$ cat config.mk
export PLATFORM = sky130hd
export DESIGN_NAME = decoder_flat
export DESIGN_NICKNAME = d
export VERILOG_FILES = /design/src/hw/rv_pkg.sv /design/src/hw/core_if.sv /design/src/hw/decoder.sv /design/src/flat_wrapper.sv
export VERILOG_INCLUDE_DIRS = /design/src /design/src/hw
export SDC_FILE = /design/constraint.sdc
export NUM_CORES = 1
export LEC_CHECK = 0
export CORE_UTILIZATION = 40
export DETAILED_ROUTE_END_ITERATION = 8
export DONT_BUFFER_PORTS = 1
export PLACE_DENSITY_LB_ADDON = 0.05
export SLEW_MARGIN = 20
export SYNTH_ARGS = -nofsm -noshare
export SYNTH_HDL_FRONTEND = slang
export SYNTH_SLANG_ARGS = --single-unit
$ cat constraint.sdc
create_clock -name vclk -period 6.1
set_clock_uncertainty 0.15 [all_clocks]
set_input_delay 1.83 -clock vclk [all_inputs]
set_output_delay 1.83 -clock vclk [all_outputs]
set_load 0.01 [all_outputs]
$ cat src/hw/rv_consts.svh
/*
 * rv32i core constants
 * widths, memory depths, opcodes, funct fields and alu op codes
 */
`ifndef RV_CONSTS_SVH
`define RV_CONSTS_SVH

`define WORD_WIDTH      32
`define REG_COUNT       32
`define IMEM_WORDS_LOG2 8            // 256 instruction words
`define DMEM_WORDS_LOG2 8            // 256 data words
`define RESET_PC        32'h0000_0000

// major opcodes
`define OPCODE_OP       7'b0110011   // r-type computes
`define OPCODE_OP_IMM   7'b0010011   // immediate computes
`define OPCODE_LOAD     7'b0000011
`define OPCODE_STORE    7'b0100011
`define OPCODE_BRANCH   7'b1100011
`define OPCODE_LUI      7'b0110111
`define OPCODE_AUIPC    7'b0010111
`define OPCODE_JAL      7'b1101111
`define OPCODE_JALR     7'b1100111

// funct3, computes (shared by r-type and immediate forms)
`define FUNCT3_ADD_SUB  3'b000
`define FUNCT3_SLL      3'b001
`define FUNCT3_SLT      3'b010
`define FUNCT3_SLTU     3'b011
`define FUNCT3_XOR      3'b100
`define FUNCT3_SRL_SRA  3'b101
`define FUNCT3_OR       3'b110
`define FUNCT3_AND      3'b111

// funct3, branches
`define FUNCT3_BEQ      3'b000
`define FUNCT3_BNE      3'b001
`define FUNCT3_BLT      3'b100
`define FUNCT3_BGE      3'b101
`define FUNCT3_BLTU     3'b110
`define FUNCT3_BGEU     3'b111

// funct3, word memory access and jalr
`define FUNCT3_LW       3'b010
`define FUNCT3_SW       3'b010
`define FUNCT3_JALR     3'b000

`define FUNCT7_BASE     7'b0000000
`define FUNCT7_ALT      7'b0100000   // sub, sra, srai

// alu operations
`define ALU_ADD         4'd0
`define ALU_SUB         4'd1
`define ALU_SLL         4'd2
`define ALU_SLT         4'd3
`define ALU_SLTU        4'd4
`define ALU_XOR         4'd5
`define ALU_SRL         4'd6
`define ALU_SRA         4'd7
`define ALU_OR          4'd8
`define ALU_AND         4'd9
`define ALU_PASS_B      4'd10        // lui

`endif

$ cat src/hw/rv_pkg.sv
/*
 * rv32i shared types
 * vector typedefs for words, register indices, opcode fields and memory indices
 */
`include "rv_consts.svh"

package rvPkg;

   typedef logic [`WORD_WIDTH-1:0] word_t;        // data or address word

   typedef logic [4:0] regAddr_t;                 // x0..x31

   typedef logic [6:0] opcode_t;

   typedef logic [2:0] funct3_t;

   typedef logic [3:0] aluOp_t;                   // see ALU_* codes

   // word indices into the two memories
   typedef logic [`IMEM_WORDS_LOG2-1:0] imemAddr_t;
   typedef logic [`DMEM_WORDS_LOG2-1:0] dmemAddr_t;

endpackage

$ cat src/hw/core_if.sv
/*
 * core interfaces
 * execCtrlIf carries decoded control to the execute unit
 * commitIf gathers fault flags and returns the commit level
 */
interface execCtrlIf;
   import rvPkg::*;

   aluOp_t  aluOp;
   word_t   imm;            // selected immediate
   logic    useImm;         // operand b from imm
   logic    usePcA;         // operand a from pc, auipc
   logic    isBranch;
   funct3_t branchFunct3;
   logic    isJal;
   logic    isJalr;
   logic    isLoad;
   logic    isStore;
   logic    linkWr;         // write back pc+4
   logic    regWr;          // rd written, never for x0

   modport decodeSide (output aluOp, imm, useImm, usePcA, isBranch, branchFunct3,
                       isJal, isJalr, isLoad, isStore, linkWr, regWr);
   modport execSide (input aluOp, imm, useImm, usePcA, isBranch, branchFunct3,
                     isJal, isJalr, isLoad, isStore, linkWr, regWr);
endinterface

interface commitIf;
   logic illegal;           // from decoder
   logic dataMisaligned;    // from exec unit
   logic commit;            // from fetch unit

   modport decodeSide (output illegal);
   modport execSide (output dataMisaligned);
   modport fetchSide (input illegal, dataMisaligned, output commit);
   modport sinkSide (input commit);
endinterface

$ cat src/hw/decoder.sv
/*
 * instruction decoder
 * field extraction, immediate select, rv32i legality and control levels
 */
`include "rv_consts.svh"

module decoder (
   input  rvPkg::word_t     instWord,
   output rvPkg::regAddr_t  rs1,
   output rvPkg::regAddr_t  rs2,
   output rvPkg::regAddr_t  rd,
   execCtrlIf.decodeSide    ctrl,
   commitIf.decodeSide      cmt
);
   import rvPkg::*;

   opcode_t    opcode;
   funct3_t    funct3;
   logic [6:0] funct7;
   word_t      immI;
   word_t      immS;
   word_t      immB;
   word_t      immU;
   word_t      immJ;
   aluOp_t     computeOp;   // shared by r-type and immediate forms
   logic       legal;
   logic       writesRd;

   assign opcode = instWord[6:0];
   assign rd     = instWord[11:7];
   assign funct3 = instWord[14:12];
   assign rs1    = instWord[19:15];
   assign rs2    = instWord[24:20];
   assign funct7 = instWord[31:25];

   // sign-extended immediates per format
   assign immI = {{20{instWord[31]}}, instWord[31:20]};
   assign immS = {{20{instWord[31]}}, instWord[31:25], instWord[11:7]};
   assign immB = {{20{instWord[31]}}, instWord[7], instWord[30:25], instWord[11:8], 1'b0};
   assign immU = {instWord[31:12], 12'b0};
   assign immJ = {{12{instWord[31]}}, instWord[19:12], instWord[20], instWord[30:21], 1'b0};

   always_comb begin
      case (opcode)
         `OPCODE_STORE:               ctrl.imm = immS;
         `OPCODE_BRANCH:              ctrl.imm = immB;
         `OPCODE_LUI, `OPCODE_AUIPC:  ctrl.imm = immU;
         `OPCODE_JAL:                 ctrl.imm = immJ;
         default:                     ctrl.imm = immI;   // op-imm, load, jalr
      endcase
   end

   always_comb begin
      legal = 1'b0;
      case (opcode)
         `OPCODE_OP: begin
            // alt funct7 only for sub and sra
            legal = (funct7 == `FUNCT7_BASE) ||
                    ((funct7 == `FUNCT7_ALT) &&
                     ((funct3 == `FUNCT3_ADD_SUB) || (funct3 == `FUNCT3_SRL_SRA)));
         end
         `OPCODE_OP_IMM: begin
            case (funct3)
               `FUNCT3_SLL:     legal = (funct7 == `FUNCT7_BASE);
               `FUNCT3_SRL_SRA: legal = (funct7 == `FUNCT7_BASE) || (funct7 == `FUNCT7_ALT);
               default:         legal = 1'b1;          // upper bits are imm
            endcase
         end
         `OPCODE_LOAD:   legal = (funct3 == `FUNCT3_LW);   // word only
         `OPCODE_STORE:  legal = (funct3 == `FUNCT3_SW);
         `OPCODE_BRANCH: legal = funct3 inside {`FUNCT3_BEQ, `FUNCT3_BNE, `FUNCT3_BLT,
                                                `FUNCT3_BGE, `FUNCT3_BLTU, `FUNCT3_BGEU};
         `OPCODE_JALR:   legal = (funct3 == `FUNCT3_JALR);
         `OPCODE_LUI, `OPCODE_AUIPC, `OPCODE_JAL: legal = 1'b1;
         default:        legal = 1'b0;   // also all-zero and all-one words
      endcase
   end

   assign cmt.illegal = !legal;

   // instWord[30] picks sra over srl, and sub over add in r-type only
   always_comb begin
      case (funct3)
         `FUNCT3_ADD_SUB: computeOp = ((opcode == `OPCODE_OP) && instWord[30]) ?
                                      `ALU_SUB : `ALU_ADD;
         `FUNCT3_SLL:     computeOp = `ALU_SLL;
         `FUNCT3_SLT:     computeOp = `ALU_SLT;
         `FUNCT3_SLTU:    computeOp = `ALU_SLTU;
         `FUNCT3_XOR:     computeOp = `ALU_XOR;
         `FUNCT3_SRL_SRA: computeOp = instWord[30] ? `ALU_SRA : `ALU_SRL;
         `FUNCT3_OR:      computeOp = `ALU_OR;
         default:         computeOp = `ALU_AND;
      endcase
   end

   always_comb begin
      ctrl.aluOp    = `ALU_ADD;   // address and target adds
      ctrl.useImm   = 1'b0;
      ctrl.usePcA   = 1'b0;
      ctrl.isBranch = 1'b0;
      ctrl.isJal    = 1'b0;
      ctrl.isJalr   = 1'b0;
      ctrl.isLoad   = 1'b0;
      ctrl.isStore  = 1'b0;
      ctrl.linkWr   = 1'b0;
      writesRd      = 1'b0;
      case (opcode)
         `OPCODE_OP: begin
            ctrl.aluOp = computeOp;
            writesRd   = 1'b1;
         end
         `OPCODE_OP_IMM: begin
            ctrl.aluOp  = computeOp;
            ctrl.useImm = 1'b1;
            writesRd    = 1'b1;
         end
         `OPCODE_LOAD: begin
            ctrl.useImm = 1'b1;
            ctrl.isLoad = 1'b1;
            writesRd    = 1'b1;
         end
         `OPCODE_STORE: begin
            ctrl.useImm  = 1'b1;
            ctrl.isStore = 1'b1;
         end
         `OPCODE_BRANCH: ctrl.isBranch = 1'b1;
         `OPCODE_LUI: begin
            ctrl.aluOp  = `ALU_PASS_B;
            ctrl.useImm = 1'b1;
            writesRd    = 1'b1;
         end
         `OPCODE_AUIPC: begin
            ctrl.usePcA = 1'b1;
            ctrl.useImm = 1'b1;
            writesRd    = 1'b1;
         end
         `OPCODE_JAL: begin
            ctrl.isJal  = 1'b1;
            ctrl.linkWr = 1'b1;
            writesRd    = 1'b1;
         end
         `OPCODE_JALR: begin
            ctrl.isJalr = 1'b1;
            ctrl.useImm = 1'b1;     // target = rs1 + imm
            ctrl.linkWr = 1'b1;
            writesRd    = 1'b1;
         end
         default: ;
      endcase
   end

   assign ctrl.branchFunct3 = funct3;
   assign ctrl.regWr = writesRd && (rd != '0);   // x0 writes are dropped

endmodule

$ cat src/flat_wrapper.sv
// flat-port wrapper written by rule: the top's interface ports become plain ports
module decoder_flat import rvPkg::*;
  (instWord, rs1, rs2, rd, ctrl_aluOp, ctrl_imm, ctrl_useImm, ctrl_usePcA, ctrl_isBranch, ctrl_branchFunct3, ctrl_isJal, ctrl_isJalr, ctrl_isLoad, ctrl_isStore, ctrl_linkWr, ctrl_regWr, cmt_illegal);
  execCtrlIf ctrl_i ();
  commitIf cmt_i ();
  input  rvPkg::word_t instWord;
  output rvPkg::regAddr_t rs1;
  output rvPkg::regAddr_t rs2;
  output rvPkg::regAddr_t rd;
  output wire logic [$bits(ctrl_i.aluOp)-1:0] ctrl_aluOp;
  output wire logic [$bits(ctrl_i.imm)-1:0] ctrl_imm;
  output wire logic [$bits(ctrl_i.useImm)-1:0] ctrl_useImm;
  output wire logic [$bits(ctrl_i.usePcA)-1:0] ctrl_usePcA;
  output wire logic [$bits(ctrl_i.isBranch)-1:0] ctrl_isBranch;
  output wire logic [$bits(ctrl_i.branchFunct3)-1:0] ctrl_branchFunct3;
  output wire logic [$bits(ctrl_i.isJal)-1:0] ctrl_isJal;
  output wire logic [$bits(ctrl_i.isJalr)-1:0] ctrl_isJalr;
  output wire logic [$bits(ctrl_i.isLoad)-1:0] ctrl_isLoad;
  output wire logic [$bits(ctrl_i.isStore)-1:0] ctrl_isStore;
  output wire logic [$bits(ctrl_i.linkWr)-1:0] ctrl_linkWr;
  output wire logic [$bits(ctrl_i.regWr)-1:0] ctrl_regWr;
  output wire logic [$bits(cmt_i.illegal)-1:0] cmt_illegal;
  assign ctrl_aluOp = ctrl_i.aluOp;
  assign ctrl_imm = ctrl_i.imm;
  assign ctrl_useImm = ctrl_i.useImm;
  assign ctrl_usePcA = ctrl_i.usePcA;
  assign ctrl_isBranch = ctrl_i.isBranch;
  assign ctrl_branchFunct3 = ctrl_i.branchFunct3;
  assign ctrl_isJal = ctrl_i.isJal;
  assign ctrl_isJalr = ctrl_i.isJalr;
  assign ctrl_isLoad = ctrl_i.isLoad;
  assign ctrl_isStore = ctrl_i.isStore;
  assign ctrl_linkWr = ctrl_i.linkWr;
  assign ctrl_regWr = ctrl_i.regWr;
  assign cmt_illegal = cmt_i.illegal;
  decoder u_core (.instWord(instWord), .rs1(rs1), .rs2(rs2), .rd(rd), .ctrl(ctrl_i), .cmt(cmt_i));
endmodule
==> results.cfg, run 1 <==
[status]
run_status = completed

[sta]
fin_tns_setup_ns = 0
period_minus_slack_ns = 5.08
worst_pin_slew_ns = 0.696
relSlewSlack_pct = 53.5
fin_crit_sh_pct = 83.2
fmax_mhz = 197
drv_slew = 0
setup_viol = 0
hold_viol = 0
rsz0062_at_grt = false

[die]
die-area_um2 = 2270
coreArea_um2 = 1960
dieHeight_um = 47.7
initial_core_util_pct = 42.5
fp-row-count = 16
ios = 96
die_w_um = 47.7

[grt]
first_global_vias = 623
grt_pass1_wl_mm = 2.88
globalRouteOverflowTotal = 0
track_usage_pct = 17.0
grt_max_degree = 16
antenna_found_initial = 0

[pwr]
leakagePower_uw = 0.000326
p_total_uw = 33.5
power_density_nw_per_um2 = 48.7
max-vdd-ir-drop_uv = 21.1

[critical_path]
cpMaxStageDelayCell = nor4_4
path_class = in -> out
crit_buf_inv = 1
critPathArrivalTime_ns = 3.10
end_kind = output pin
worstPathRequired_ns = 4.12
start_kind = input port
critical_path.max_stage_delay_ns = 0.52
path_cells = nand2_1 > nor4_4 > buf_4 > nor2_1 > a22o_1
path_delay_family = simple AND/OR/NAND/NOR gates
critPathMaxFanout = 15

[final_layout]
seq_cells = 0
nFillCells = 245
fin_nets = 132
drive_gt1_share_pct = 7.14
seq_area_um2 = 0
clock_buffers = 0
n_antenna_cell = 0
syn2layout_area_growth_pct = -17.5

[placement]
gp_congestion = 0.786
portBuffers = 0
hpwlAfterDp_mm = 1.71

[logic_synthesis]
synth.yosys.seq_area_share_pct = 0
syn_area_per_cell_um2 = 6.73
yosysUniqueCellTypes = 36
synthCells = 124
syn-num-nets = 156
synth-warning-count = 0
syn_area_um2 = 835

[routing]
num_vias = 816
finalWirelength_mm = 2.16
ant_nets = 0
wl_per_cell_um = 17.2
drc = 0
drt_iter0_markers = 13
avgViaCountPerCell = 6.53
drt_pass1_iterations = 4

[cts]
cts_hold_buffers = 0
cts_resized = 0
post_cts_buffers = 0

[min_path]
min_path_type = in -> out

[job]
drv_cap = 0
-- routing by layer --
metal	track usage [%]	wire (µm)	part of all wire, %	vias up
met5	0	0	0	-
met4	0.556	0	0	0
met3	1.89	192	8.9	0
met2	30.1	1040	48	58
met1	23.3	924	43	378
li1	-	-	-	380
-- Yosys cell counts (3+ instances only) --
cell,instances,area (µm²)
inv_1,5,18.8
o21ai_1,3,15.0
nor2_1,10,37.5
nand2_1,7,26.3
o21ai_0,4,20.0
nor2b_1,7,43.8
a21o_1,20,150
buf_2,3,15.0
buf_4,22,165
a22o_1,4,35.0
-- final timing paths --
check,from,endpoint,slack [ns],cells past startpoint
worst max-delay path,instWord[1],ctrl_imm[4],1.02,5
worst min-delay path,instWord[14],ctrl_branchFunct3[2],3.51,0
-- layout by cell type, fill, tap and decap left out, types with 3 or more instances in the layout --
cell,n
a21o_1,20
nor2_1,10
nand2_1,7
nor2b_1,7
inv_1,5
o21ai_0,4
a22o_1,4
o21ai_1,3
-- kinds of logic (layout without fill, tap and decap cells) --
logic type,Yosys count,count (layout),synth area share [%]
AOI/OAI and AO/OA,43,43,36.6
and+or+nand+nor,47,47,36.3
muxes,2,2,2.40
buffers and inverters,32,6,24.7
-- report_power, final --
group	internal, µW	switching, µW
sequential	0	0
combinational	13.1	20.4
clock	0	0
-- cell type report --
| class | count | area (µm²) | share of cell area (%) |
|---|---|---|---|
| inverters | 5 | 18.8 | 2.73 |
| multi-input cells | 92 | 628 | 91.3 |
| repair buffers | 1 | 7.51 | 1.09 |
| well taps | 27 | 33.8 | 4.91 |
-- per-stage QoR --
step | instance area (µm²) | utilization (%) | cells | setup slack, ns | hold WS [ns]
6_report | 688 | 35.1 | 125 | 1.02 | 3.51
5_1_grt | 688 | 35.1 | 125 | 0.855 | 3.51
4_1_cts | 688 | 35.1 | 125 | 1.01 | 3.51
3_5_place_dp | 688 | 35.1 | 125 | 1.01 | 3.51
3_3_place_gp | 688 | 35.1 | 125 | 1.05 | 3.51
2_1_floorplan | 835 | - | 124 | 1.18 | 3.60
Power figures use the tool's default switching activity.
==> run 2: changes to the inputs <==
==> constraint.sdc (replaced) <==
create_clock -name vclk -period 5.32
set_clock_uncertainty 0.15 [all_clocks]
set_input_delay 1.596 -clock vclk [all_inputs]
set_output_delay 1.596 -clock vclk [all_outputs]
set_load 0.01 [all_outputs]
==> run 2 against run 1 <==
Effect of this change:
- utilization unchanged
- flip-flop and latch count unchanged
- combinational power grew 15%
- routed wire length is 0.19% higher
- final cell count unchanged
- via count decreased by 4.9%
- first-iteration DRC count is 15% lower
- total power rose by 15%
- largest power group unchanged
- critical path depth did not move
- final area stayed put
- sequential share of layout area did not move
==> results.cfg, run 2 (synthesized netlist as in run 1, its figures left out) <==
[pwr]
power_density_nw_per_um2 = 55.9
max-vdd-ir-drop_uv = 22.9
leakagePower_uw = 0.000326
p_total_uw = 38.5

[sta]
relSlewSlack_pct = 55.0
fmax_mhz = 215
fin_crit_sh_pct = 87.4
drv_slew = 0
period_minus_slack_ns = 4.65
hold_viol = 0
rsz0062_at_grt = false
worst_pin_slew_ns = 0.672
fin_tns_setup_ns = 0
setup_viol = 0

[placement]
portBuffers = 0
hpwlAfterDp_mm = 1.70
gp_congestion = 0.766

[final_layout]
n_antenna_cell = 0
layout.cells.most_common = a21o_1
fin_nets = 132
nFillCells = 242
seq_cells = 0
seq_area_um2 = 0
drive_gt1_share_pct = 7.14
final_cell_mix = a21o_1 (20), nor2_1 (10), nand2_1 (7), nor2b_1 (7), inv_1 (5)
clock_buffers = 0
syn2layout_area_growth_pct = -17.5

[cts]
cts_hold_buffers = 0
post_cts_buffers = 0
cts_resized = 0

[grt]
antenna_found_initial = 0
globalRouteOverflowTotal = 0
track_usage_pct = 16.4
first_global_vias = 645
grt_max_degree = 15
grt_pass1_wl_mm = 2.81

[routing]
finalWirelength_mm = 2.16
drc = 0
drt_pass1_iterations = 4
num_vias = 776
avgViaCountPerCell = 6.21
wl_per_cell_um = 17.3
ant_nets = 0
drt_iter0_markers = 11

[die]
fp-row-count = 16
coreArea_um2 = 1960
ios = 96
dieHeight_um = 47.7
initial_core_util_pct = 42.5
die_w_um = 47.7
die-area_um2 = 2270

[job]
drv_cap = 0

[status]
run_status = completed

[critical_path]
path_class = in -> out
end_kind = output pin
critPathMaxFanout = 14
critPathArrivalTime_ns = 2.90
start_kind = input port
worstPathRequired_ns = 3.57

[min_path]
min_path_type = in -> out
==> run 2: cell counts in the layout (fill, tap and decap cells not counted) <==
No cell type changed its count.
==> run 2: worst paths after layout <==
check          from                    to  slack, ns  cells past startpoint
max     instWord[1]           ctrl_imm[2]       0.67                      5
min    instWord[14]  ctrl_branchFunct3[2]       3.04                      0
==> run 2: power by group <==
| part | switching [µW] | internal [µW] |
|---|---|---|
| Clock | 0 | 0 |
| Sequential | 0 | 0 |
| Combinational | 23.5 | 15.0 |
| Total | 23.5 | 15.0 |
==> run 2: critical path: stages <==
cell     delay (ns)
nand2_1        0.10
nor4_4         0.56
buf_4          0.30
nor2_1         0.10
a22o_1         0.24
==> run 2: per-layer routing <==
metal,track usage (%),wire [µm],vias to the layer above
met5,0,0,-
met4,0,0,0
met2,30.1,1070,50
met3,1.51,212,0
met1,22.0,879,347
li1,-,-,379
==> run 2: area by class of cell <==
type / instances / area [µm²] / share of cell area [%]
well taps: 27 / 33.8 / 4.91
repair buffers: 1 / 7.51 / 1.09
inverters: 5 / 18.8 / 2.73
multi-input cells: 92 / 628 / 91.3
==> run 2: through the flow <==
| stage | hold slack, ns | utilization (%) | instance area [µm²] | std cells | worst slack [ns] |
|---|---|---|---|---|---|
| CTS | 3.04 | 35.1 | 688 | 125 | 0.663 |
| global route | 3.04 | 35.1 | 688 | 125 | 0.499 |
| finish | 3.04 | 35.1 | 688 | 125 | 0.672 |
| floorplan | 3.13 | - | 835 | 124 | 0.871 |
| global placement | 3.04 | 35.1 | 688 | 125 | 0.700 |
| detailed placement | 3.04 | 35.1 | 688 | 125 | 0.669 |
